==> config.mk <==
export PLATFORM = sky130hd
export DESIGN_NAME = icache_data_array
export DESIGN_NICKNAME = d
export VERILOG_FILES = /design/src/hw/icache_pkg.sv /design/src/hw/icache_data_array.sv
export SDC_FILE = /design/constraint.sdc
export NUM_CORES = 2
export LEC_CHECK = 0
export ABC_AREA = 0
export ABC_CLOCK_PERIOD_IN_PS = 10000
export BUFFER_PORTS_ARGS = -buffer_cell sky130_fd_sc_hd__buf_2
export CORE_UTILIZATION = 40
export DETAILED_ROUTE_END_ITERATION = 10
export GPL_ROUTABILITY_DRIVEN = 0
export PLACE_DENSITY_LB_ADDON = 0.08
export SKIP_LAST_GASP = 1
export SYNTH_ARGS = -nofsm -noshare
export SYNTH_HDL_FRONTEND = slang
export SYNTH_SLANG_ARGS = --single-unit
==> constraint.sdc <==
create_clock -name clk_i -period 10 [get_ports clk_i]
set_clock_uncertainty 0.2 [all_clocks]
set_input_delay 1 -clock clk_i [delete_from_list [all_inputs] [get_ports clk_i]]
set_output_delay 1 -clock clk_i [all_outputs]
set_load 0.01 [all_outputs]
==> src/hw/icache_pkg.sv <==
`default_nettype none

package icache_pkg;

  ////////////////////////////////////////////////////////////////////////////
  // cache geometry
  ////////////////////////////////////////////////////////////////////////////
  localparam int ADDR_W         = 32;
  localparam int DATA_W         = 32;
  localparam int LINE_BYTES     = 16;
  localparam int WAYS           = 2;
  localparam int SETS           = 16;
  // one beat per word, so this is also the burst length
  localparam int WORDS_PER_LINE = LINE_BYTES / (DATA_W / 8);
  localparam int OFF_W          = $clog2(LINE_BYTES);
  localparam int IDX_W          = $clog2(SETS);
  localparam int WORD_W         = $clog2(WORDS_PER_LINE);
  localparam int TAG_W          = ADDR_W - IDX_W - OFF_W;
  localparam int LINE_W         = 8 * LINE_BYTES;

  // fetch address, seen by lookup or as a line number
  typedef union packed {
    struct packed {
      logic [TAG_W-1:0]        tag;
      logic [IDX_W-1:0]        idx;
      logic [WORD_W-1:0]       word;
      logic [OFF_W-WORD_W-1:0] byte_off;
    } lookup;
    struct packed {
      logic [ADDR_W-OFF_W-1:0] num;
      logic [OFF_W-1:0]        off;
    } line;
  } icache_addr_u;

  ////////////////////////////////////////////////////////////////////////////
  // state encodings
  ////////////////////////////////////////////////////////////////////////////
  typedef enum logic [1:0] {ARMED, FLUSH, MISS, RECOVER} ctrl_state_e;

  typedef enum logic [1:0] {IDLE, WAIT_GNT, BURST} burst_state_e;

endpackage

`default_nettype wire

==> src/hw/icache_data_array.sv <==
`timescale 1ns/1ns
`default_nettype none

module icache_data_array
  import icache_pkg::*;
(
  input  logic              clk_i,
  input  logic [IDX_W-1:0]  lookup_idx_i,
  input  logic [WORD_W-1:0] word_sel_i,
  input  logic [WAYS-1:0]   fill_way_i,
  input  logic              fill_we_i,
  input  logic [LINE_W-1:0] line_i,
  input  logic [WAYS-1:0]   way_hit_i,
  output logic [DATA_W-1:0] rdata_o
);

  logic [LINE_W-1:0] way_line [WAYS];
  logic [LINE_W-1:0] hit_line;

  for (genvar w = 0; w < WAYS; w++) begin : g_way
    logic [LINE_W-1:0] mem_q [SETS];
    logic [LINE_W-1:0] rd_q;

    // whole line written in one go at the end of a fill
    always_ff @(posedge clk_i) begin
      if (fill_we_i && fill_way_i[w]) begin
        mem_q[lookup_idx_i] <= line_i;
      end
      rd_q <= mem_q[lookup_idx_i];
    end

    // masked by this way's hit
    assign way_line[w] = rd_q & {LINE_W{way_hit_i[w]}};
  end

  // and-or mux, hit is one-hot
  always_comb begin
    hit_line = '0;
    for (int w = 0; w < WAYS; w++) begin
      hit_line = hit_line | way_line[w];
    end
  end

  // word pick from the fetch address
  assign rdata_o = hit_line[word_sel_i*DATA_W +: DATA_W];

endmodule

`default_nettype wire

# Word level (Yosys, flattened, before mapping)
# Memories as Yosys holds them, arrays and structs flattened. A register that Yosys moved wholly into a read port is not among the register bits.
# Index checks and enable logic that the tools add are counted.
[totals] reg_bits=0 latchBits=0 ramBits=4096 mem_bits_ro=0 n_memories=2
[classes] addsub=0 multipliers=0 div_mod_pow=0 order_cmp=0 eq_ne=0 n_shift=1 muxes=4 bitwise=3 reduce_logical=2
[memory_table] name="g_way[0].mem_q" words=16 word_bits=128 read_ports=1 rd_clocked_by_memory_dff=1 wr=1 line_no="icache_data_array.sv:21" rtl="logic [LINE_W-1:0] mem_q [SETS];"
[memory_table] name="g_way[1].mem_q" words=16 word_bits=128 read_ports=1 rd_clocked_by_memory_dff=1 wr=1 line_no="icache_data_array.sv:21"
[op_table] operator="128-bit AND" count=2
[op_table] operator="128-bit OR" count=1
[op_table] operator="128-bit by 8-bit indexed part select with 32-bit output" count=1
[op_table] operator="1-bit two-way mux" count=4
[op_table] operator="1-bit logical AND" count=2

# Longest topological paths before layout
[logic_depth] depth_word=3 ltp_mapped=7 ltp_nobuf=3

# Worst setup path after synthesis
# Ideal clock, no wire load.
[synth_path] path_type="in2reg" startpoint="input port lookup_idx_i[0]" endpoint="memory g_way[1].mem_q[13][0] in the netlist's numbering, enable pin" setup_ps=617 arrival_time_ps=7284 slack_ps=1899 path_stages=7 n_path_buf=4 cell_sequence="buf_2 -> buf_6 -> buf_2 -> buf_2 -> nor2b_1 -> nand3_1 -> nor2_1"
[synth_lines] item="start, declared" line_no="icache_data_array.sv:8" rtl="input logic [IDX_W-1:0] lookup_idx_i,"
[synth_lines] item="end, declared" line_no="icache_data_array.sv:21"
# No word-level cell before the write port.

# Worst setup path after layout
[layout_path] startpoint="input port way_hit_i[0]" endpoint="output port rdata_o[7]"
[layout_via] elab_chain_len=3
[layout_rtl] item="start, declared" line_no="icache_data_array.sv:13" rtl="input logic [WAYS-1:0] way_hit_i,"
[layout_rtl] item="128-bit AND" line_no="icache_data_array.sv:33" rtl="assign way_line[w] = rd_q & {LINE_W{way_hit_i[w]}};"
[layout_rtl] item="128-bit OR" line_no="icache_data_array.sv:40" rtl="hit_line = hit_line | way_line[w];"
[layout_rtl] item="128-bit by 8-bit indexed part select with 32-bit output" line_no="icache_data_array.sv:45" rtl="assign rdata_o = hit_line[word_sel_i*DATA_W +: DATA_W];"
[layout_rtl] item="end, declared" line_no="icache_data_array.sv:14" rtl="output logic [DATA_W-1:0] rdata_o"
# Every way passes these cells.

==> impl_metrics.yaml <==
synth:
  syn_area_per_cell_um2: 23.4
  ys_seq_area_share_pct: 80.3
  synth_area_in_simple_gates_pct: 0.742
  post_synth_mux_area_share_pct: 14.4
  yosys_register_bits: 4352
  netlist-cell-type-count: 21
  gate_count_post_synth: 6816
  synth_fp_nets: 6956
  yosys_warnings: 0
  synth_top_family_by_area: "multiplexers"
  post_synthesis_xor_xnor_area_fraction_pct: 0
  yosys.area_share.adder_pct: 0
  synth_compound_gate_area_share_pct: 3.46
  post_synth_instance_area_um2: 160000
cts:
  post-cts-setup-buffer-count: 0
  clockRootBuffer: "clkbuf_16"
  cts_max_path_buffers: 4
  clk_transition_reported_paths_ns: 0.06
  clock-sinks: 4352
  number_of_buffers_created_by_cts: 466
  tritoncts: "built"
  cts_hold_buf: 0
  clk-insertion-delay-late_ns: 1.01
  ctsResizeCount: 0
  cts_htree_levels: 5
critical_path:
  worst-endpoint-required_ns: 8.80
  timing.critical_path.to_type: "primary output"
  setup.worst_path.class: "input pin to primary output"
  worst_path_max_delay_cell: "buf_4"
  largest_driver_fanout_on_the_critical_path: 54
  worstPathCellList: "buf_8 -> buf_4 -> a221oi_1 -> a21oi_1 -> a21o_1 -> buf_2"
  critical-path-max-stage-delay_ns: 1.13
  cp-start-kind: "input pin"
  worst-endpoint-arrival_ns: 4.45
min_path:
  min-delay-path-class: "input pin to flop"
sta:
  report.final.hold_viol_count: 0
  setup_tns_ns: 0
  worst_slew_margin_rel_pct: 3.71
  achievable-frequency_mhz: 177
  worst_slew_pin_slew_ns: 1.44
  final.period_utilization_pct: 56.5
  timing_max_transition_violations_final: 0
  timing.final.crit_period_ns: 5.65
  timing.final.setup_violations: 0
  grt_setup_unrepaired: "false"
layout:
  finish.net_count: 7387
  layout-area-overhead-vs-synth_pct: 14.6
  most_used_cells_in_the_layout_excluding_fill_and_tap_cells: "edfxtp_1 (4,096), mux4_2 (1,024), a22oi_1 (576)"
  nFillCells: 33000
  final_layout_size_suffix_gt1_share_pct: 27.9
  end_of_flow_core_utilization_pct: 46.2
  layout.cells.most_common: "edfxtp_1"
floorplanning:
  floorplan.initialDensity_pct: 40.3
  floorplan.rows: 231
  fp.dieW_um: 634
  design.portCount: 172
  floorplan.die.height_um: 634
  dieArea_um2: 402000
  design.core.area_um2: 397000
drt:
  route.final.wire_length_um: 468000
  vias: 76100
  wl_per_cell_um: 36.3
  detail_route.vias_per_cell: 5.89
  dr.first_iter.drc_count: 8583
  route.antenna.remaining_nets: 0
  drc_violations_left: 0
  dr.pass1.iters: 5
pwr:
  fin_total_pwr_w: 0.0394
  power-per-cell-area_nw_per_um2: 215
  ir_drop_v: 0.000176
  cellLeakagePower_nw: 57.7
global_routing:
  grt_max_degree: 125
  gr-total-overflow: 0
  antenna_found_initial: 73
  via_count_of_the_first_global_routing_pass: 78600
  grt.total_usage_pct: 23.3
  wire_length_of_the_first_global_routing_pass_um: 648000
flow_run:
  cap_viol_max_count: 0
placement:
  place.port_buffers: 171
  dp_hpwl_um: 233000
run_status:
  outcome: "finished, final reports clean"
==> per-layer routing <==
layer,up-vias,global-route usage [%],wire length (µm)
met3,682,3.03,25500
met2,2390,37.8,225000
met5,-,0,126
met1,42800,33.6,205000
li1,30200,-,-
met4,20,5.37,11900
==> metrics by stage <==
step                setup slack [ns]  instance area (µm²)  hold slack [ns]  std cells
finish                          4.35               183000            0.287      12900
global route                    4.41               183000            0.259      12900
CTS                             4.30               183000            0.201      12900
detailed placement              4.30               168000            0.455      12000
global placement                4.19               168000            0.447      12000
floorplan                       1.90               160000            0.435       6816
==> final timing paths <==
kind | end | slack, ns | startpoint | cells after the start
worst max register to register | g_way[1].rd_q[55]$_DFF_P_ | 8.36 | g_way[1].mem_q[3][55]$_DFFE_PP_ | 3
worst min register to register | g_way[1].rd_q[8]$_DFF_P_ | 0.43 | g_way[1].mem_q[15][8]$_DFFE_PP_ | 3
worst min-delay path | g_way[0].mem_q[8][36]$_DFFE_PP_ | 0.29 | line_i[36] | 1
worst max-delay path | rdata_o[7] | 4.35 | way_hit_i[0] | 6
==> Yosys cell counts <==
library cell  instances  area, µm²
a211oi_1             32        240
buf_2               100        500
nand3_1               6       30.0
nand2_1             257        965
nand4_1               2       12.5
a21o_1               32        240
buf_6                 4       45.0
dfxtp_1             256       5120
a22oi_1             576       4320
nor2b_1               4       25.0
buf_1                44        165
nand2b_1              2       12.5
or2_2                 1       6.26
edfxtp_1           4096     123000
mux4_2             1024      23100
buf_4                29        218
and2_1                1       6.26
clkbuf_1            220        826
nor2_1               34        128
a221oi_1             64        561
a21oi_1              32        160
==> final cells by class <==
| class | count | area, µm² | share of cell area (%) |
|---|---|---|---|
| flip-flops and latches | 4352 | 128000 | 70.0 |
| multi-input cells | 2067 | 30100 | 16.5 |
| clock buffers | 678 | 13300 | 7.26 |
| well taps | 5242 | 6560 | 3.58 |
| repair buffers | 360 | 2740 | 1.50 |
| clock inverters | 200 | 2150 | 1.17 |
| diodes | 9 | 22.5 | 0.0123 |
==> worst max-delay path, delay by kind of cell <==
kind / cells / cell delay, ns
compound gates: 3 / 1.63
buf+inv: 3 / 1.66
==> logic make-up after synthesis <==
| logic type | after synthesis |
|---|---|
| buffers and inverters | 397 |
| AND/OR/NAND/NOR | 307 |
| AO/OA/AOI/OAI | 736 |
| flip-flops | 4352 |
| multiplexers | 1024 |
==> registers in the layout, indices dropped and copies added, names as in the netlist <==
register     cells
g_way.mem_q   4096
g_way.rd_q     256
==> report_power, final <==
group / switching (W) / internal [W] / leakage (nW)
sequential: 0.000111 / 0.0202 / 39.1
combinational: 0.00118 / 0.000621 / 11.1
clock: 0.00720 / 0.0101 / 7.57
Note: power is estimated with default switching activity, not from simulation.
