[src/hw/icache_pkg.sv]
`default_nettype none

package icache_pkg;

  ////////////////////////////////////////////////////////////////////////////
  // cache geometry
  ////////////////////////////////////////////////////////////////////////////
  localparam int ADDR_W         = 32;
  localparam int DATA_W         = 32;
  localparam int LINE_BYTES     = 16;
  localparam int WAYS           = 2;
  localparam int SETS           = 16;
  // one beat per word, so this is also the burst length
  localparam int WORDS_PER_LINE = LINE_BYTES / (DATA_W / 8);
  localparam int OFF_W          = $clog2(LINE_BYTES);
  localparam int IDX_W          = $clog2(SETS);
  localparam int WORD_W         = $clog2(WORDS_PER_LINE);
  localparam int TAG_W          = ADDR_W - IDX_W - OFF_W;
  localparam int LINE_W         = 8 * LINE_BYTES;

  // fetch address, seen by lookup or as a line number
  typedef union packed {
    struct packed {
      logic [TAG_W-1:0]        tag;
      logic [IDX_W-1:0]        idx;
      logic [WORD_W-1:0]       word;
      logic [OFF_W-WORD_W-1:0] byte_off;
    } lookup;
    struct packed {
      logic [ADDR_W-OFF_W-1:0] num;
      logic [OFF_W-1:0]        off;
    } line;
  } icache_addr_u;

  ////////////////////////////////////////////////////////////////////////////
  // state encodings
  ////////////////////////////////////////////////////////////////////////////
  typedef enum logic [1:0] {ARMED, FLUSH, MISS, RECOVER} ctrl_state_e;

  typedef enum logic [1:0] {IDLE, WAIT_GNT, BURST} burst_state_e;

endpackage

`default_nettype wire

[src/hw/icache_tag_array.sv]
`timescale 1ns/1ns
`default_nettype none

module icache_tag_array
  import icache_pkg::*;
(
  input  logic             clk_i,
  input  logic             rst_ni,
  input  logic [IDX_W-1:0] lookup_idx_i,
  input  logic [TAG_W-1:0] tag_i,
  input  logic [WAYS-1:0]  fill_way_i,
  input  logic             fill_we_i,
  input  logic             inval_i,
  output logic [WAYS-1:0]  way_hit_o
);

  // index of the read in flight, for valid bits and bypass
  logic [IDX_W-1:0] idx_q;

  always_ff @(posedge clk_i or negedge rst_ni) begin
    if (!rst_ni) begin
      idx_q <= '0;
    end else begin
      idx_q <= lookup_idx_i;
    end
  end

  for (genvar w = 0; w < WAYS; w++) begin : g_way
    logic [TAG_W-1:0] mem_q [SETS];
    logic [TAG_W-1:0] rd_tag_q;
    logic [TAG_W-1:0] byp_tag_q;
    logic [IDX_W-1:0] byp_idx_q;
    logic [TAG_W-1:0] way_tag;
    logic [SETS-1:0]  valid_q;

    // tag ram, read returns the old word on a same-cycle write
    always_ff @(posedge clk_i) begin
      if (fill_we_i && fill_way_i[w]) begin
        mem_q[lookup_idx_i] <= tag_i;
        byp_tag_q           <= tag_i;
        byp_idx_q           <= lookup_idx_i;
      end
      rd_tag_q <= mem_q[lookup_idx_i];
    end

    // valid flops, flush clears the whole way at once
    always_ff @(posedge clk_i or negedge rst_ni) begin
      if (!rst_ni) begin
        valid_q <= '0;
      end else if (inval_i) begin
        valid_q <= '0;
      end else if (fill_we_i && fill_way_i[w]) begin
        valid_q[lookup_idx_i] <= 1'b1;
      end
    end

    // last written tag covers the read-after-write case
    assign way_tag      = (idx_q == byp_idx_q) ? byp_tag_q : rd_tag_q;
    assign way_hit_o[w] = valid_q[idx_q] && (way_tag == tag_i);
  end

  // a line is only installed after a miss in both ways
  a_hit_onehot: assert property (@(posedge clk_i) disable iff (!rst_ni)
    $onehot0(way_hit_o));

endmodule

`default_nettype wire

[config.mk]
export PLATFORM = sky130hd
export DESIGN_NAME = icache_tag_array
export DESIGN_NICKNAME = d
export VERILOG_FILES = /design/src/hw/icache_pkg.sv /design/src/hw/icache_tag_array.sv
export SDC_FILE = /design/constraint.sdc
export NUM_CORES = 1
export LEC_CHECK = 0
export BUFFER_PORTS_ARGS = -buffer_cell sky130_fd_sc_hd__buf_2
export CAP_MARGIN = 40
export CORE_UTILIZATION = 55
export CTS_CLUSTER_DIAMETER = 150
export CTS_CLUSTER_SIZE = 20
export DETAILED_ROUTE_END_ITERATION = 8
export PLACE_DENSITY_LB_ADDON = 0.12
export SLEW_MARGIN = 20
export SYNTH_ARGS = -nofsm -noshare
export SYNTH_HDL_FRONTEND = slang
export SYNTH_SLANG_ARGS = --single-unit
[constraint.sdc]
create_clock -name clk_i -period 2.9 [get_ports clk_i]
set_input_delay 0.725 -clock clk_i [delete_from_list [all_inputs] [get_ports clk_i]]
set_output_delay 0.725 -clock clk_i [all_outputs]
set_load 0.01 [all_outputs]
# ---- After elaboration in Yosys (flattened, before gate mapping)
# Memory sizes are Yosys's and may differ from the RTL's. A register that Yosys moved wholly into a read port is not among the register bits.
# Index checks and enable logic that the tools add are counted.
dict set report totals {
  romBits 0
  wordCells 41
  n_memories 2
  mem_bits_rw 768
  out_inout_bits 2
  inputBits 34
  latch_bits 0
  regBits 92
}
dict set report op_classes {
  add_sub_neg 0
  bitwise 2
  n_mul 0
  div 0
  n_reduce_logical 7
  magnitude_cmp 3
  shift 0
  mux 16
  eq_ne 4
}
# name depth width rd rd_clocked_by_memory_dff write_ports line
set memory_table {}
lappend memory_table {{g_way[0].mem_q} 16 24 1 1 1 icache_tag_array.sv:29} ;# logic [TAG_W-1:0] mem_q [SETS];
lappend memory_table {{g_way[1].mem_q} 16 24 1 1 1 icache_tag_array.sv:29}
# operator n
set op_table {}
lappend op_table {{16-bit 2-to-1 mux} 4}
lappend op_table {{24-bit == test} 2}
lappend op_table {{24-bit 2-to-1 mux} 2}
lappend op_table {{16-bit OR} 2}
lappend op_table {{4-bit by 5-bit < comparator with 1-bit output (second input constant)} 2}
lappend op_table {{1-bit binary-select mux with 4-bit select} 2}
lappend op_table {{4-bit == test} 2}
lappend op_table {{1-bit 2-to-1 mux} 7}
lappend op_table {{1-bit logical AND} 5}
lappend op_table {{1-bit demux with 4-bit select} 1}
lappend op_table {{4-bit by 1-bit >= comparator with 1-bit output (second input constant)} 1}
lappend op_table {{2-bit nonzero test} 2}

# ---- Depth between registers and ports, before layout
# Gate-level depths: netlist (run 1).
dict set report logic_depth {
  depth_word 7
  ltp_mapped 8
  mapped_depth_nobuf 6
}

# ---- Least setup slack after synthesis (run 1)
# OpenSTA, ideal clock, no wires.
dict set report synth_path {
  path_kind {in2reg}
  from {input fill_we_i}
  to {memory g_way[0].mem_q[7][0] (netlist bit), enable pin}
  cell_stages 4
  n_path_buf 1
  required_time_ps 2494
  setup_time_ps 406
  t_arrival_ps 3128
  path_slack_ps -635
  path_cell_list {and2_1 clkbuf_1 nand3_1 nor2_1}
}
dict set report synth_between {
  elab_chain_len 3
}
# element line
set synth_lines {}
lappend synth_lines {{from (decl)} icache_tag_array.sv:12} ;# input logic fill_we_i,
lappend synth_lines {{1-bit logical AND} icache_tag_array.sv:38} ;# if (fill_we_i && fill_way_i[w]) begin
lappend synth_lines {{1-bit 2-to-1 mux} icache_tag_array.sv:38}
lappend synth_lines {{1-bit 2-to-1 mux (implied by the code)} icache_tag_array.sv:39} ;# mem_q[lookup_idx_i] <= tag_i;
lappend synth_lines {{to (decl)} icache_tag_array.sv:29}
# Every way passes these cells.

# ---- Worst setup path in the final report (run 1)
dict set report layout_path {
  from {register idx_q[3]}
  to {output way_hit_o[0]}
}
dict set report layout_between {
  elab_chain_len 4
  elab_cells_between_ends 6
  classes_between {eq/ne (2); mux (3); reduce/logical (1)}
}
# element line
set layout_lines {}
lappend layout_lines {{from (decl)} icache_tag_array.sv:18} ;# logic [IDX_W-1:0] idx_q;
lappend layout_lines {{from (signal assigned)} icache_tag_array.sv:24} ;# idx_q <= lookup_idx_i;
lappend layout_lines {{4-bit == test} icache_tag_array.sv:58} ;# assign way_tag = (idx_q == byp_idx_q) ? byp_tag_q : rd_tag_q;
lappend layout_lines {{24-bit 2-to-1 mux} icache_tag_array.sv:58}
lappend layout_lines {{24-bit == test} icache_tag_array.sv:59} ;# assign way_hit_o[w] = valid_q[idx_q] && (way_tag == tag_i);
lappend layout_lines {{1-bit logical AND (*)} icache_tag_array.sv:59}
lappend layout_lines {{to (decl)} icache_tag_array.sv:14} ;# output logic [WAYS-1:0] way_hit_o
# Mark *: on every way between the ends. The rest lies on a longest branch, timed or not. The select of a mux whose other input is x is not followed.

==> qor.yml, run 1 <==
run_status:
  status: "finished, violations left"
  violations: "negative setup slack"
clock_tree:
  cts.htree.levels: 2
  cts.sinks: 908
  cts.clk_slew.worst_paths_ns: 0.08
  clock_latency_ns: 0.62
  numCtsBuffers: 51
  cts_tree: "done"
  cts.path.max_buffers: 3
  cts-root-buf: "clkbuf_16"
cells_and_area:
  final_common_cell: "edfxtp_1"
  seqCellArea_sq_mm: 0.0266
  antenna_cells: 0
  fillerInstances: 4235
  area_growth_pct: 13.3
  drive_gt1_frac: 0.319
  multiInputGateArea_sq_mm: 0.00767
  final_nets: 1755
  layout_common_cells: "edfxtp_1 (824), mux4_2 (248), buf_4 (127), nor2_1 (69), clkbuf_16 (53)"
  stdcell_count: 2600
sta:
  tightest_slew_ns: 0.771
  fmax_mhz: 279
  setup_ws_ns: -0.679
  rsz0062_at_grt: "true"
  slew_viol_final: 0
  max_slew_margin: 0.486
  setup_viol: 2
  finalClockSkew_ns: 0.0158
  hold_viol: 0
  fin_crit_sh: 1.23
  fin_crit_ns: 3.58
logic_synthesis:
  synth-edff-count: 824
  syn_area_sq_mm: 0.0344
  synth_cells: 1537
  synth_warnings: 0
  ys_seq_area_frac: 0.774
  synth_area_leaders: "edfxtp_1 (72%), mux4_2 (16%), dfxtp_1 (2.8%)"
  postSynthAreaPerCell_sq_um: 22.4
  ys_ff_latch: 908
  ys.flop_type: "edfxtp_1"
  synth.largest_area_cell: "edfxtp_1"
  syn_nets: 1571
  ys_types: 51
  async_flop_share: 0.0396
  synth_top_area_share: 0.720
power:
  clkPwrFrac: 0.316
  p_per_area_mw_per_mm2: 608
  pwr-share-comb: 0.066
  power_frac_seq: 0.619
  leakage_nw: 12.5
  peakVddDrop_uv: 467
  switchingPower_mw: 5.01
  p_total_mw: 23.7
  p_int_mw: 18.7
  swShare: 0.211
min_path:
  hp-class: "input pin to flop"
  min_from: "tag_i[15]"
worst_setup_path:
  worstRegToRegCells: 2
  crit_end: "way_hit_o[0]"
  r2r-end: "g_way[0].rd_tag_q[6]$_DFF_P_"
  crit_type: "flop to output pin"
  cpMostUsedCell: "buf_6"
  start_kind: "flop"
  crit_path_start: "idx_q[3]$_DFF_PN0_"
  critPathMaxStageDelay_ns: 0.53
  cp-end-kind: "output pin"
  crit_arrival_ns: 2.85
  r2r-start: "g_way[0].mem_q[2][6]$_DFFE_PP_"
  crit_chain: "buf_4, xnor2_1, nand4_1, buf_6, or4_4, a221oi_2, and4_4, buf_6"
  required_ns: 2.17
  reg2reg_slack_ns: 1.37
  slowest_stage: "or4_4"
  crit_fanout: 3
floorplanning:
  io_pins: 36
  core_area_sq_mm: 0.0617
  design.die.area_sq_mm: 0.0635
  die_w_um: 252
  placementRows: 91
  start_util: 0.557
  die_h_um: 252
place:
  gp_congestion: 0.920
  dp_hpwl_um: 45300
  dp_slack_ns: -0.482
  dpl.cell_count: 2500
  io_buffers: 35
grt:
  grt-ovfl-total: 0
  grt_first_pass_wirelength_um: 115000
  grt_pass1_vias: 16700
  globalRouteTotalUtil: 0.258
  antenna_found_initial: 2
  grt_max_degree: 39
routing:
  drt.antenna.violating_nets: 0
  vias: 16200
  remaining_drc_errors: 0
  via_per_inst: 6.21
  wl_per_cell_um: 30.3
  wl_um: 78700
  dr.pass1.iters: 5
  drt_iter0_markers: 1714
flow_run:
  maxCapViolCount: 0
-- Yosys cell counts (5+ instances only) --
| library cell | n |
|---|---|
| a21oi_1 | 6 |
| a221oi_1 | 5 |
| buf_1 | 6 |
| buf_2 | 17 |
| clkbuf_1 | 47 |
| dfrtp_1 | 36 |
| dfxtp_1 | 48 |
| edfxtp_1 | 824 |
| inv_1 | 26 |
| mux2i_1 | 10 |
| mux4_2 | 248 |
| nand2_1 | 16 |
| nand3_1 | 5 |
| nand4_1 | 5 |
| nor2_1 | 101 |
| nor4_1 | 8 |
| o22ai_1 | 12 |
| xnor2_1 | 23 |
| xor2_1 | 34 |
-- critical path, delay by kind of cell, from the launching register on --
| kind | cells | cell delay, ns |
|---|---|---|
| AND/OR/NAND/NOR | 3 | 0.96 |
| flip-flops | 1 | 0.43 |
| buffers and inverters | 3 | 0.43 |
| AO/OA/AOI/OAI | 1 | 0.27 |
| XOR/XNOR | 1 | 0.14 |
-- area by class of cell --
class | instances | area share
Tap cell | 837 | 0.0269
Multi-Input combinational cell | 528 | 0.197
Clock buffer | 94 | 0.0380
Clock inverter | 1 | 0.000418
Timing Repair Buffer | 206 | 0.0518
Inverter | 26 | 0.00251
Sequential cell | 908 | 0.683
-- worst min path at each step --
stage | endpoint | depth (start not counted)
6_report | g_way[1].mem_q[4][15]$_DFFE_PP_ | 1
2_1_floorplan | g_way[0].valid_q[0]$_DFFE_PN0P_ | 0
3_3_place_gp | g_way[1].valid_q[12]$_DFFE_PN0P_ | 2
5_1_grt | g_way[1].mem_q[4][15]$_DFFE_PP_ | 1
4_1_cts | g_way[0].valid_q[11]$_DFFE_PN0P_ | 1
3_5_place_dp | g_way[0].valid_q[12]$_DFFE_PN0P_ | 2
-- stage by stage --
stage / TNS (ns) / instance area (sq um) / hold WS (ns) / utilization
after floorplan: -15.67 / 34500 / 0.429 / -
after global placement: -0.900 / 37300 / 0.473 / 0.604
after detailed placement: -0.920 / 37300 / 0.484 / 0.604
after CTS: -1.44 / 38900 / 0.182 / 0.630
after global routing: -1.58 / 38900 / 0.368 / 0.631
final: -1.34 / 38900 / 0.388 / 0.631
-- power by group through the flow --
stage          Sequential, mW  Clock [mW]  Combinational [mW]
2_1_floorplan            14.9           0               0.837
3_3_place_gp             14.9           0                1.51
3_5_place_dp             15.0           0                1.53
4_1_cts                  14.7        7.62                1.56
5_1_grt                  14.7        8.04                1.65
6_report                 14.7        7.48                1.56
-- state kept, by name, indices dropped and copies added (netlist names) --
register	flops
g_way.mem_q	768
g_way.byp_tag_q	48
g_way.rd_tag_q	48
g_way.valid_q	32
g_way.byp_idx_q	8
idx_q	4
-- repair_timing --
item | in CTS | in global routing
buffers inserted | 3 | 0
hold buffers | 0 | 1
setup endpoints to repair | 2 | 2
hold endpoints to repair | 0 | 4
gates resized for setup | 19 | 5
pin swaps | 10 | 4
-- metal layers --
metal / GRT usage / routed length, um / share of wire
met5: 0 / 11 / 0.00014
met4: 0.0627 / 1660 / 0.021
met3: 0.0466 / 6320 / 0.080
met2: 0.400 / 37500 / 0.48
met1: 0.387 / 33200 / 0.42
-- kinds of logic (layout without fill, tap and decap cells) --
family | count (synthesis) | after routing | share of synthesized area
xor+xnor | 58 | 58 | 0.0150
flops | 908 | 908 | 0.774
mux | 258 | 258 | 0.165
simple gates | 159 | 159 | 0.0211
compound gates | 53 | 53 | 0.0117
buf+inv | 101 | 327 | 0.0125
(Power assumes the default switching activity.)
==> run 2: changes to the inputs <==
- PLACE_DENSITY: default -> 0.75
- PLACE_DENSITY_LB_ADDON: 0.12 -> default
==> run 2 against run 1 <==
Against the previous run: the run still ends with negative setup slack left; non-clock buffer count grew 13; via count grew 2.3%; total power shrank 0.25%; critical path depth is the same; clock skew grew 0.014 ns; global-route usage shrank 0.53 points; clock power shrank 0.9%; flip-flop and latch count is the same; setup slack gained 0.021 ns; clock-buffer cell count shrank 3; critical path type unchanged.
==> qor.yml, run 2 (synthesis gave the netlist of run 1 again) <==
routing:
  wl_per_cell_um: 29.9
  drt.antenna.violating_nets: 0
  top_layer_used: "met5"
  dr.pass1.iters: 6
  remaining_drc_errors: 0
  vias: 16500
  met2_length_um: 38500
  wl_um: 78100
  via_per_inst: 6.32
  wl_met1_um: 31000
  wl_met3_um: 6810
  drt_iter0_markers: 2180
sta:
  fmax_mhz: 281
  fin_crit_ns: 3.56
  finalClockSkew_ns: 0.0300
  max_slew_margin: 0.457
  fin_crit_sh: 1.23
  whs_ns: 0.400
  setup_ws_ns: -0.657
  tightest_slew_ns: 0.814
  slew_viol_final: 0
  finalSetupTns_ns: -1.31
  rsz0062_at_grt: "true"
  setup_viol: 2
  hold_viol: 0
flow_run:
  maxCapViolCount: 0
min_path:
  hp-class: "input pin to flop"
grt:
  grt_first_pass_wirelength_um: 114000
  globalRouteTotalUtil: 0.253
  antenna_found_initial: 6
  grt-ovfl-total: 0
  grt_pass1_vias: 16900
  grt_max_degree: 40
place:
  dp_slack_ns: -0.482
  post_dp_cell_area_sq_mm: 0.0374
  io_buffers: 35
  gp_congestion: 0.919
  dp_hpwl_um: 46200
clock_tree:
  clock_latency_ns: 0.64
  cts.clk_slew.worst_paths_ns: 0.08
  cts_tree: "done"
  numCtsBuffers: 51
  cts.htree.levels: 2
  cts-root-buf: "clkbuf_16"
  cts.sinks: 908
  cts.path.max_buffers: 3
worst_setup_path:
  crit_fanout: 9
  required_ns: 2.17
  crit_buf_inv: 3
  start_kind: "flop"
  path_delay_family: "simple AND/OR/NAND/NOR gates"
  cp-end-kind: "output pin"
  critPathMaxStageDelay_ns: 0.43
  crit_type: "flop to output pin"
  reg2reg_slack_ns: 1.32
  crit_arrival_ns: 2.83
  crit_chain: "xor2_2, nor4_4, buf_12, mux2i_1, a2111o_1, nor4_2, buf_4, buf_6"
  slowest_stage: "a2111o_1"
floorplanning:
  core_area_sq_mm: 0.0617
  io_pins: 36
  design.die.area_sq_mm: 0.0635
  die_h_um: 252
  placementRows: 91
  die_w_um: 252
  start_util: 0.557
cells_and_area:
  layout_common_cells: "edfxtp_1 (824), mux4_2 (248), buf_4 (131), nor2_1 (68), clkbuf_16 (52)"
  largest_reg_flops: 768
  area_growth_pct: 13.9
  fillerInstances: 4008
  drive_gt1_frac: 0.326
  final_nets: 1768
  top_regs: "g_way.mem_q (768), g_way.byp_tag_q (48), g_way.rd_tag_q (48)"
  post-route-cell-area_sq_mm: 0.0391
  final_common_cell: "edfxtp_1"
  utilization: 0.634
  regMostFlops: "g_way.mem_q"
power:
  peakVddDrop_uv: 527
  p_per_area_mw_per_mm2: 604
  leakage_nw: 12.6
run_status:
  status: "finished, violations left"
  violations: "negative setup slack"
-- run 2: metrics by stage --
step                      power, mW  std cells
after global placement         16.4       2509
after floorplan                15.7       1537
after global routing           24.2       2613
after detailed placement       16.5       2509
after CTS                      23.7       2608
final                          23.6       2613
-- run 2: where the power goes --
part / switching (mW) / internal (mW) / total (mW)
registers: 0.135 / 14.5 / 14.7
clock network: 4.00 / 3.41 / 7.41
logic: 0.863 / 0.701 / 1.56
total: 4.99 / 18.6 / 23.6
-- run 2: repair_timing --
| item | CTS | global route |
|---|---|---|
| gates cloned | 0 | 0 |
| endpoints found under the setup margin | 2 | 2 |
| hold buffers | 0 | 1 |
| gates resized for setup | 27 | 8 |
| endpoints found under the hold margin | 0 | 4 |
| buffers inserted | 6 | 2 |
| pin swaps | 11 | 9 |
-- run 2: cell type report --
type,count,area [sq um],share of cell area
diodes,1,2.50,0.0000639
clock buffers,91,1450,0.0370
clock inverters,3,41.3,0.00106
inverters,26,97.6,0.00249
multi-input cells,528,7690,0.197
flip-flops and latches,908,26600,0.680
well taps,837,1050,0.0268
repair buffers,219,2200,0.0562
-- run 2: worst register-to-register path: stages, from the launching register on --
cell and delay (ns):
edfxtp_1 0.44, mux4_2 0.53, mux4_2 0.50
-- run 2: per-layer routing --
| metal | vias up | GRT usage |
|---|---|---|
| met1 | 8826 | 0.371 |
| met5 | - | 0 |
| met3 | 125 | 0.0350 |
| met4 | 6 | 0.0651 |
| met2 | 838 | 0.407 |
| li1 | 6723 | - |
-- run 2: final timing paths --
path,end,from,cells after the start
max in group asynchronous,g_way[1].valid_q[3]$_DFFE_PN0P_,rst_ni,3
min in group asynchronous,g_way[0].valid_q[5]$_DFFE_PN0P_,rst_ni,2
setup / recovery,way_hit_o[1],g_way[1].byp_idx_q[0]$_DFFE_PP_,8
setup reg to reg,g_way[0].rd_tag_q[10]$_DFF_P_,g_way[0].mem_q[12][10]$_DFFE_PP_,2
hold reg to reg,g_way[0].valid_q[15]$_DFFE_PN0P_,g_way[0].valid_q[15]$_DFFE_PN0P_,2
hold / removal,idx_q[1]$_DFF_PN0_,lookup_idx_i[1],1
