$ cat config.mk
export PLATFORM = sky130hd
export DESIGN_NAME = icache_ctrl
export DESIGN_NICKNAME = d
export VERILOG_FILES = /design/src/hw/icache_pkg.sv /design/src/hw/icache_ctrl.sv
export SDC_FILE = /design/constraint.sdc
export NUM_CORES = 1
export LEC_CHECK = 0
export BUFFER_PORTS_ARGS = -buffer_cell sky130_fd_sc_hd__buf_2
export CAP_MARGIN = 20
export CORE_UTILIZATION = 40
export CTS_CLUSTER_DIAMETER = 100
export CTS_CLUSTER_SIZE = 20
export DETAILED_ROUTE_END_ITERATION = 8
export PLACE_DENSITY = 0.71
export SLEW_MARGIN = 25
export SYNTH_ARGS = -nofsm -noshare
export SYNTH_HDL_FRONTEND = slang
export SYNTH_SLANG_ARGS = --single-unit
$ cat constraint.sdc
create_clock -name clk_i -period 1.34 [get_ports clk_i]
set_input_delay 0.402 -clock clk_i [delete_from_list [all_inputs] [get_ports clk_i]]
set_output_delay 0.402 -clock clk_i [all_outputs]
set_load 0.02 [all_outputs]
$ cat src/hw/icache_pkg.sv
`default_nettype none

package icache_pkg;

  ////////////////////////////////////////////////////////////////////////////
  // cache geometry
  ////////////////////////////////////////////////////////////////////////////
  localparam int ADDR_W         = 32;
  localparam int DATA_W         = 32;
  localparam int LINE_BYTES     = 16;
  localparam int WAYS           = 2;
  localparam int SETS           = 16;
  // one beat per word, so this is also the burst length
  localparam int WORDS_PER_LINE = LINE_BYTES / (DATA_W / 8);
  localparam int OFF_W          = $clog2(LINE_BYTES);
  localparam int IDX_W          = $clog2(SETS);
  localparam int WORD_W         = $clog2(WORDS_PER_LINE);
  localparam int TAG_W          = ADDR_W - IDX_W - OFF_W;
  localparam int LINE_W         = 8 * LINE_BYTES;

  // fetch address, seen by lookup or as a line number
  typedef union packed {
    struct packed {
      logic [TAG_W-1:0]        tag;
      logic [IDX_W-1:0]        idx;
      logic [WORD_W-1:0]       word;
      logic [OFF_W-WORD_W-1:0] byte_off;
    } lookup;
    struct packed {
      logic [ADDR_W-OFF_W-1:0] num;
      logic [OFF_W-1:0]        off;
    } line;
  } icache_addr_u;

  ////////////////////////////////////////////////////////////////////////////
  // state encodings
  ////////////////////////////////////////////////////////////////////////////
  typedef enum logic [1:0] {ARMED, FLUSH, MISS, RECOVER} ctrl_state_e;

  typedef enum logic [1:0] {IDLE, WAIT_GNT, BURST} burst_state_e;

endpackage

`default_nettype wire

$ cat src/hw/icache_ctrl.sv
`timescale 1ns/1ns
`default_nettype none

module icache_ctrl
  import icache_pkg::*;
(
  input  logic              clk_i,
  input  logic              rst_ni,
  input  logic              req_i,
  input  logic [ADDR_W-1:0] addr_i,
  input  logic              flush_i,
  input  logic [WAYS-1:0]   way_hit_i,
  input  logic              fill_done_i,
  input  logic              fill_err_i,
  output logic              ack_o,
  output logic              err_o,
  output logic              fill_start_o,
  output logic [IDX_W-1:0]  lookup_idx_o,
  output logic [WAYS-1:0]   fill_way_o,
  output logic              fill_we_o,
  output logic              inval_o
);

  ctrl_state_e      state_q;
  ctrl_state_e      state_d;
  icache_addr_u     fetch_addr;
  logic             req_q;
  logic             flush_pend_q;
  logic             hit;
  logic [IDX_W-1:0] miss_idx_q;
  logic [WAYS-1:0]  fill_way_q;
  logic [19:0]      lfsr_q;

  assign fetch_addr = addr_i;
  assign hit        = |way_hit_i;

  // tags were read last cycle, so a pending request can be answered now
  assign ack_o        = (state_q == ARMED) && req_q && hit;
  assign err_o        = (state_q == MISS) && fill_err_i;
  assign fill_start_o = (state_q == MISS);
  assign fill_we_o    = (state_q == MISS) && fill_done_i && !fill_err_i;
  assign inval_o      = (state_q == FLUSH);
  // miss index is held while the burst runs
  assign lookup_idx_o = (state_q == MISS) ? miss_idx_q : fetch_addr.lookup.idx;
  assign fill_way_o   = fill_way_q;

  always_comb begin
    state_d = state_q;
    case (state_q)
      ARMED: begin
        // flush wins and the miss is seen again after it
        if (flush_i || flush_pend_q) begin
          state_d = FLUSH;
        end else if (req_q && !hit) begin
          state_d = MISS;
        end
      end
      FLUSH:   state_d = ARMED;
      MISS: begin
        if (fill_err_i) begin
          state_d = ARMED;
        end else if (fill_done_i) begin
          state_d = RECOVER;
        end
      end
      // one cycle to re-read the freshly written line
      default: state_d = ARMED;
    endcase
  end

  always_ff @(posedge clk_i or negedge rst_ni) begin
    if (!rst_ni) begin
      state_q      <= ARMED;
      req_q        <= 1'b0;
      flush_pend_q <= 1'b0;
      fill_way_q   <= WAYS'(1);
      lfsr_q       <= '0;
    end else begin
      state_q      <= state_d;
      req_q        <= req_i && !ack_o && !err_o;
      // flush outside ARMED waits here
      flush_pend_q <= (flush_pend_q || flush_i) && (state_q != ARMED);
      // random replacement frozen during a fill
      if (state_q != MISS) begin
        lfsr_q <= {lfsr_q[18:0], lfsr_q[19] ~^ lfsr_q[16]};
      end
      if (state_q == ARMED && state_d == MISS) begin
        fill_way_q <= WAYS'(1) << lfsr_q[$clog2(WAYS)-1:0];
      end
    end
  end

  always_ff @(posedge clk_i) begin
    if (state_q == ARMED && state_d == MISS) begin
      miss_idx_q <= fetch_addr.lookup.idx;
    end
  end

  ////////////////////////////////////////////////////////////////////////////
  // checks
  ////////////////////////////////////////////////////////////////////////////
  // one answer per fetch
  a_one_answer: assert property (@(posedge clk_i) disable iff (!rst_ni)
    (ack_o || err_o) |=> !(ack_o || err_o));

  // an install belongs to a live fetch
  a_fill_we_miss: assert property (@(posedge clk_i) disable iff (!rst_ni)
    fill_we_o |-> req_q);

endmodule

`default_nettype wire

==> Yosys cells after proc, flatten, opt, wreduce, memory -nomap -nowiden <==
Index checks and enable logic that the tools add are counted.
{ "word_totals": {"output_inout_bits": 11, "latch_bits": 0, "in_bits": 40, "mem_bits_rw": 0, "mem_bits_ro": 0, "register_bits": 30, "memories": 0, "wordCells": 36} }
{ "op_classes": {"addsub": 0, "n_reduce_logical": 18, "div": 0, "magnitude_cmp": 0, "n_shift": 1, "eq_ne": 4, "mul": 0, "bitwise": 1, "n_mux": 6} }
{ "ops": {"columns": ["cell", "n"], "rows": [
  ["$logic_and A1 B1 Y1", 10],
  ["$mux W2", 4],
  ["$eq A2 B2 Y1 const B", 2],
  ["$logic_not A1 Y1", 4],
  ["$mux W4", 1],
  ["$pmux W2 S2", 1],
  ["$eq A2 B1 Y1 const B", 1],
  ["$logic_not A2 Y1", 1],
  ["$ne A2 B2 Y1 const B", 1],
  ["$reduce_bool A2 Y1", 1],
  ["$reduce_or A2 Y1", 1],
  ["$shl A1 B1 Y2 const A", 1],
  ["$logic_or A1 B1 Y1", 1],
  ["$xnor A1 B1 Y1", 1]
]} }

==> Logic depth before layout (Yosys ltp) <==
Gate-level depths: netlist of run 1.
{ "logic_depth": {"depth_word": 8, "ltp_mapped": 6, "depth_no_buf": 4} }

==> Worst setup path before layout of run 1 <==
No wires, ideal clock.
{ "synth_timing": {"path_type": "register to output", "start": "reg state_q[0]", "end": "out lookup_idx_o[0]", "t_arrival_ns": 1.159, "path_slack_ns": -0.221, "path_stages_with_launch": 7, "cell_sequence": "dfrtp_1 nand2b_1 buf_4 inv_2 buf_4 nand2_1 nand2_1"} }
{ "synth_between": {"elab_chain_len": 2} }
{ "synth_rtl": {"columns": ["element", "line", "source"], "rows": [
  ["start: declaration", "icache_ctrl.sv:24", "ctrl_state_e state_q;"],
  ["start signal: assignment", "icache_ctrl.sv:79", "state_q <= state_d;"],
  ["$eq A2 B2 Y1", null, null],
  ["net fill_start_o", "icache_ctrl.sv:17", "output logic fill_start_o,"],
  ["$mux W4", "icache_ctrl.sv:44", "assign lookup_idx_o = (state_q == MISS) ? miss_idx_q : fetch_addr.lookup.idx;"],
  ["end: declaration", "icache_ctrl.sv:18", "output logic [IDX_W-1:0] lookup_idx_o,"]
]} }
The timed path passes the listed nets, and every way through them passes these cells.

==> Final worst setup path of run 1 <==
{ "layout_timing": {"start": "reg state_q[0]", "end": "out ack_o"} }
{ "layout_between": {"elab_chain_len": 3} }
{ "layout_rtl": {"columns": ["element", "line", "source"], "rows": [
  ["$logic_not A2 Y1", "icache_ctrl.sv:38", "assign ack_o = (state_q == ARMED) && req_q && hit;"],
  ["$logic_and A1 B1 Y1 (2 in a row)", "icache_ctrl.sv:38", null],
  ["end: declaration", "icache_ctrl.sv:15", "output logic ack_o,"]
]} }
No other way between the ends.

==> results_dict.tcl, run 1 <==
set metrics [dict create \
    crit_chain "buf_4 > nor2_2 > o211a_1 > buf_6" \
    die_h_um 57.62 \
    period_needed_ps 1698 \
    power_frac_comb_pct 29.8 \
    clock_path_buffers 2 \
    std_cell_rows 19 \
    hold_violations 0 \
    cp-start-kind "flip-flop" \
    ys_seq_elements 30 \
    max_slew_margin_pct 61.64 \
    cts_num_sinks 30 \
    swShare_pct 33.10 \
    start_util_pct 43.38 \
    multi_input_area_um2 521.8 \
    placedCellCount 186 \
    max_freq_ghz 0.5889 \
    fill_cells 236 \
    placedInstanceArea_um2 1504 \
    wl_mm 2.511 \
    slew_violations 0 \
    fin_cells 198 \
    synth_edf_count 4 \
    async_flop_share_pct 86.67 \
    die_area_um2 3320 \
    area_growth_pct 35.79 \
    layout_setup_ws_ps -358.0 \
    p_int_mw 1.996 \
    diodes 0 \
    overflow 0 \
    path_max_fanout 4 \
    register_area_um2 773.2 \
    maxCapViolCount 0 \
    drc 3 \
    postLayoutCellArea_um2 1680 \
    p_per_area_nw_per_um2 1775 \
    cp.depth 4 \
    synth_area_um2 1237 \
    violations "design-rule violations, negative setup slack" \
    dr.first_iter.drc_count 17 \
    critical_path_required_ps 940 \
    final_common_cell "nand2_1" \
    globalplace.congestion 0.7179 \
    path_clk_slew_ps 90 \
    io-pin-count 51 \
    finalCritPeriodShare_pct 126.7 \
    peakVddDrop_uv 955.7 \
    outcome "finished with violations" \
    synth_cells 129 \
    avgSynthCellArea_um2 9.593 \
    cts_buffers 5 \
    fp.dieW_um 57.62 \
    yosys_warnings 0 \
    critPathKind "flip-flop to primary output" \
    crit_path_end_kind "primary output" \
    slowest_stage "dfrtp_1" \
    grt_max_degree 27 \
    routed_via_density 4.919 \
    grt_pass1_wl_mm 4.174 \
    cpPeakStageDelay_ps 380 \
    antenna_found_initial 0 \
    crit_buf_inv 2 \
    hold_path.class "input pin to asynchronous set/reset pin" \
    mostFrequentLayoutCells "61 x nand2_1, 24 x dfrtp_1, 13 x buf_2" \
    grt_usage_pct 16.93 \
    syn_nets 169 \
    wl_per_cell_um 12.68 \
    rsz0062_at_grt "yes" \
    synth_ff_type "dfrtp_1" \
    drt_pre_antenna_iters 8 \
    final_util_pct 58.90 \
    skew_ps 7.134 \
    h-tree-depth 2 \
    insertion_delay_ps 320 \
    cts_root_buffer "clkbuf_4" \
    cts_tree "done" \
    nets 206 \
    setup_viol 10 \
    netSwitchingPower_mw 0.9873 \
    hpwl_mm 1.602 \
    hold_buffers 0 \
    vias 974 \
    p_clk_share_pct 18.3 \
    port_buffers 22 \
    worst_pin_slew_ps 575.3 \
    seq_area_frac_synth_pct 62.39 \
    pre_cts_ws_ps -144.7 \
    p_seq_share_pct 51.8 \
    power_leakage_nw 0.8860 \
    cpLargestDelayFamily "flip-flops" \
    grt_pass1_vias 997 \
    rr_worst_depth 5 \
    drive_above_1_share_pct 37.72 \
    fin_setup_tns_ps -2545 \
    netlist-cell-type-count 23 \
    coreArea_um2 2853 \
    antenna_left 0 \
    worstPathArrival_ps 1300 \
]
area by class of cell:
cell class              instances  share of cell area, %
flip-flops and latches         30                  46.02
multi-input cells              91                  31.05
repair buffers                 35                  15.93
clock buffers                   7                  3.276
well taps                      31                  2.308
inverters                       3                  1.117
clock inverters                 1                 0.2978
synthesized netlist by cell type, types with 2 or more instances:
cell type / count / area [um2]
nand2_1: 69 / 259.0
dfrtp_1: 25 / 625.6
nor2_1: 5 / 18.77
edfxtp_1: 4 / 120.1
buf_2: 3 / 15.01
nand2b_1: 3 / 18.77
a21oi_1: 2 / 10.01
buf_4: 2 / 15.01
inv_1: 2 / 7.510
repair_timing:
action | CTS | global route
buffers inserted | 3 | 2
setup endpoints to repair | 14 | 15
resized for setup | 25 | 3
gates cloned | 0 | 0
pin swaps | 6 | 4
sequential cells by signal, summed over array words and instances, names as in the netlist:
signal        flops
miss_idx_q        4
req_q             1
fill_way_o        2
state_q           2
flush_pend_q      1
lfsr_q           20
metrics by stage:
stage | hold WS, ps | power (mW)
detailed placement | 425.6 | 2.322
global route | 78.81 | 3.198
CTS | 73.92 | 2.984
floorplan | 106.4 | 2.049
global placement | 415.8 | 2.267
finish | 73.45 | 2.983
logic make-up after synthesis:
family	count (synthesis)	synth area share [%]
XOR/XNOR	1	0.7079
AND/OR/NAND/NOR	84	29.32
multiplexers	2	2.022
buffers and inverters	8	3.336
AO/OA/AOI/OAI	4	2.225
flip-flops	30	62.39
power by group through the flow:
| stage | logic (mW) | clock network, mW | registers [mW] |
|---|---|---|---|
| 2_1_floorplan | 0.502 | 0 | 1.55 |
| 5_1_grt | 0.987 | 0.620 | 1.59 |
| 3_5_place_dp | 0.770 | 0 | 1.55 |
| 6_report | 0.890 | 0.547 | 1.55 |
| 3_3_place_gp | 0.739 | 0 | 1.53 |
| 4_1_cts | 0.878 | 0.564 | 1.54 |
layer usage:
layer / vias to the layer above / part of all wire [%] / GRT usage [%]
li1: 480 / - / -
met1: 471 / 44 / 20.36
met2: 21 / 52 / 27.91
met3: 2 / 4.1 / 6.920
met4: 0 / 0.32 / 5.226
met5: - / 0 / 0
path summary, 6_finish.rpt:
kind	start	endpoint	slack [ps]
worst max-delay path	state_q[0]$_DFF_PN0_	ack_o	-360
worst min-delay path	rst_ni	lfsr_q[9]$_DFFE_PN0N_	70
worst max register to register	state_q[0]$_DFF_PN0_	fill_way_o[1]$_DFFE_PN0P_	30
worst min register to register	lfsr_q[10]$_DFFE_PN0N_	lfsr_q[10]$_DFFE_PN0N_	470
max in group asynchronous	rst_ni	state_q[1]$_DFF_PN0_	860
min in group clk_i	addr_i[4]	miss_idx_q[0]$_DFFE_PP_	280
(Power assumes the default switching activity.)
==> run 2, diff against run 1 <==
- ABC_AREA: unset -> 1
==> run 2 against run 1 <==
  * The flow still finishes with violations (design-rule violations, negative setup slack)
  * Via count is 1.3% lower
  * Synthesized cell count is 3.1% lower
  * Clock-buffer cell count stayed put
  * Largest cell class unchanged
  * Clock power hardly changed
  * Core utilization is 0.36 points lower
  * Worst hold slack worse by 11 ps
==> results_dict.tcl, run 2 <==
set metrics [dict create \
    power_leakage_nw 0.7982 \
    critical_path_required_ps 940 \
    worstPathArrival_ps 1270 \
    p_per_area_nw_per_um2 1753 \
    start_util_pct 43.67 \
    avgSynthCellArea_um2 10.05 \
    synth_ff_type "dfrtp_1" \
    wl_per_cell_um 11.24 \
    synth_cells 125 \
    violations "design-rule violations, negative setup slack" \
    whs_ps 61.97 \
    dr.first_iter.drc_count 25 \
    cts_num_sinks 30 \
    finalCritPeriodShare_pct 125.0 \
    outcome "finished with violations" \
    vias 961 \
    drt_pre_antenna_iters 6 \
    hold_path.class "input pin to asynchronous set/reset pin" \
    die_h_um 58.04 \
    largest-register "lfsr_q" \
    synth.area.top_cells "dfrtp_1 50%, nand2_1 11%, edfxtp_1 9.6%" \
    critPathKind "flip-flop to primary output" \
    cp-start-kind "flip-flop" \
    diodes 0 \
    overflow 0 \
    period_needed_ps 1676 \
    netlist-cell-type-count 20 \
    fin_setup_tns_ps -2830 \
    coreArea_um2 2877 \
    peakVddDrop_uv 911.0 \
    fp.dieW_um 58.04 \
    synth_largest_area_cell "dfrtp_1" \
    top_regs "lfsr_q (20), miss_idx_q (4)" \
    worst_pin_slew_ps 569.5 \
    std_cell_rows 19 \
    yosysTopAreaCellShare_pct 49.80 \
    rr_worst_depth 4 \
    worstReg2RegStart "state_q[0]$_DFF_PN0_" \
    path_clk_slew_ps 90 \
    area_growth_pct 34.06 \
    h-tree-depth 2 \
    r2r_end "miss_idx_q[2]$_DFFE_PP_" \
    cts_root_buffer "clkbuf_4" \
    routed_via_density 4.643 \
    syn_nets 165 \
    io-pin-count 51 \
    drc 2 \
    grt_max_degree 27 \
    synth_edf_count 4 \
    synth_area_um2 1256 \
    mostFrequentLayoutCells "29 x nand2_1, 23 x dfrtp_1, 17 x o21ai_0" \
    path_max_fanout 7 \
    ys_seq_elements 30 \
    hold_buffers 0 \
    hold_violations 0 \
    cts_buffers 5 \
    grt_pass1_vias 951 \
    async_flop_share_pct 86.67 \
    r2r_slack_ps 30 \
    insertion_delay_ps 320 \
    cts_tree "done" \
    grt_usage_pct 16.53 \
    yosys_warnings 0 \
    rsz0062_at_grt "yes" \
    yosysMostFrequentCell "nand2_1" \
    clock_path_buffers 2 \
    drive_above_1_share_pct 43.64 \
    antenna_found_initial 0 \
    maxCapViolCount 0 \
    seq_area_frac_synth_pct 61.45 \
    max_freq_ghz 0.5968 \
    slew_violations 0 \
    crit_path_end_kind "primary output" \
    largest_reg_flops 20 \
    nets 204 \
    setup_viol 10 \
    grt_pass1_wl_mm 4.064 \
    antenna_left 0 \
    max_slew_margin_pct 62.03 \
    ys_top_cells_by_count "37 x nand2_1, 25 x dfrtp_1, 19 x o21ai_0" \
    skew_ps 2.231 \
    globalplace.congestion 0.7205 \
    layout_setup_ws_ps -335.7 \
    port_buffers 22 \
    final_common_cell "nand2_1" \
    die_area_um2 3369 \
    hpwl_mm 1.599 \
    wl_mm 2.326 \
]
==> run 2: changes by cell type in the layout (fill, tap and decap cells not counted), moves of 4 or more <==
| cell | delta |
|---|---|
| nand2_2 | +8 |
| nand2_4 | -7 |
| o21ai_2 | +6 |
| inv_1 | +10 |
| nand2_1 | -32 |
| nor2_4 | +4 |
| o21ai_0 | +17 |
==> run 2: logic make-up after synthesis <==
logic type / after synthesis / share of synthesized area, %
buffers and inverters: 18 / 7.769
XOR/XNOR: 1 / 0.6973
AO/OA/AOI/OAI: 26 / 11.95
flip-flops: 30 / 61.45
AND/OR/NAND/NOR: 50 / 18.13
==> run 2: worst max-delay path by stage <==
stage,from,endpoint,slack (ps),cells after the start
floorplan,state_q[1]$_DFF_PN0_,lookup_idx_o[0],-40,5
global placement,state_q[0]$_DFF_PN0_,ack_o,-40,4
detailed placement,state_q[0]$_DFF_PN0_,miss_idx_q[0]$_DFFE_PP_,-80,4
CTS,state_q[1]$_DFF_PN0_,lookup_idx_o[3],-340,5
global route,state_q[1]$_DFF_PN0_,lookup_idx_o[0],-390,5
finish,state_q[1]$_DFF_PN0_,lookup_idx_o[0],-340,5
==> run 2: cell type report <==
| cell class | count | area, um2 |
|---|---|---|
| clock buffer | 7 | 55.05 |
| inverter | 14 | 57.56 |
| fill | 262 | 1192 |
| tap | 42 | 52.55 |
| sequential | 30 | 774.5 |
| clock inverter | 1 | 5.005 |
| timing repair buffer | 36 | 285.3 |
| multi-input combinational | 77 | 454.2 |
==> run 2: worst max-delay path, cell delays in order (launching register included) <==
cell and delay, ps:
dfrtp_2 460, buf_6 150, nand2_8 100, nand2_2 60
nand2_2 60, buf_6 110
==> run 2: through the flow <==
| step | setup WS [ps] | util, % | std cells | power [mW] | area, um2 |
|---|---|---|---|---|---|
| floorplan | -43.63 | - | 125 | 1.995 | 1276 |
| global placement | -42.62 | 50.80 | 194 | 2.196 | 1461 |
| detailed placement | -79.61 | 50.80 | 194 | 2.254 | 1461 |
| CTS | -336.8 | 57.02 | 205 | 2.903 | 1640 |
| global route | -393.8 | 58.55 | 207 | 3.168 | 1684 |
| finish | -335.7 | 58.55 | 207 | 2.952 | 1684 |
==> run 2: power breakdown <==
group | leakage, nW | switching [mW] | internal (mW)
clock | 0.0353 | 0.291 | 0.254
sequential | 0.344 | 0.208 | 1.30
combinational | 0.419 | 0.478 | 0.422
total | 0.798 | 0.977 | 1.97
==> run 2: timing repair <==
item | CTS | global route
setup buffers | 3 | 3
resized for setup | 32 | 9
pin swaps | 3 | 1
setup endpoints to repair | 16 | 16
==> run 2: routing by layer <==
metal | up-vias | wire length [um] | track usage [%]
li1 | 473 | - | -
met1 | 448 | 971 | 19.15
met2 | 32 | 1167 | 27.42
met3 | 8 | 135 | 4.911
met4 | 0 | 51 | 9.184
met5 | - | 0 | 0
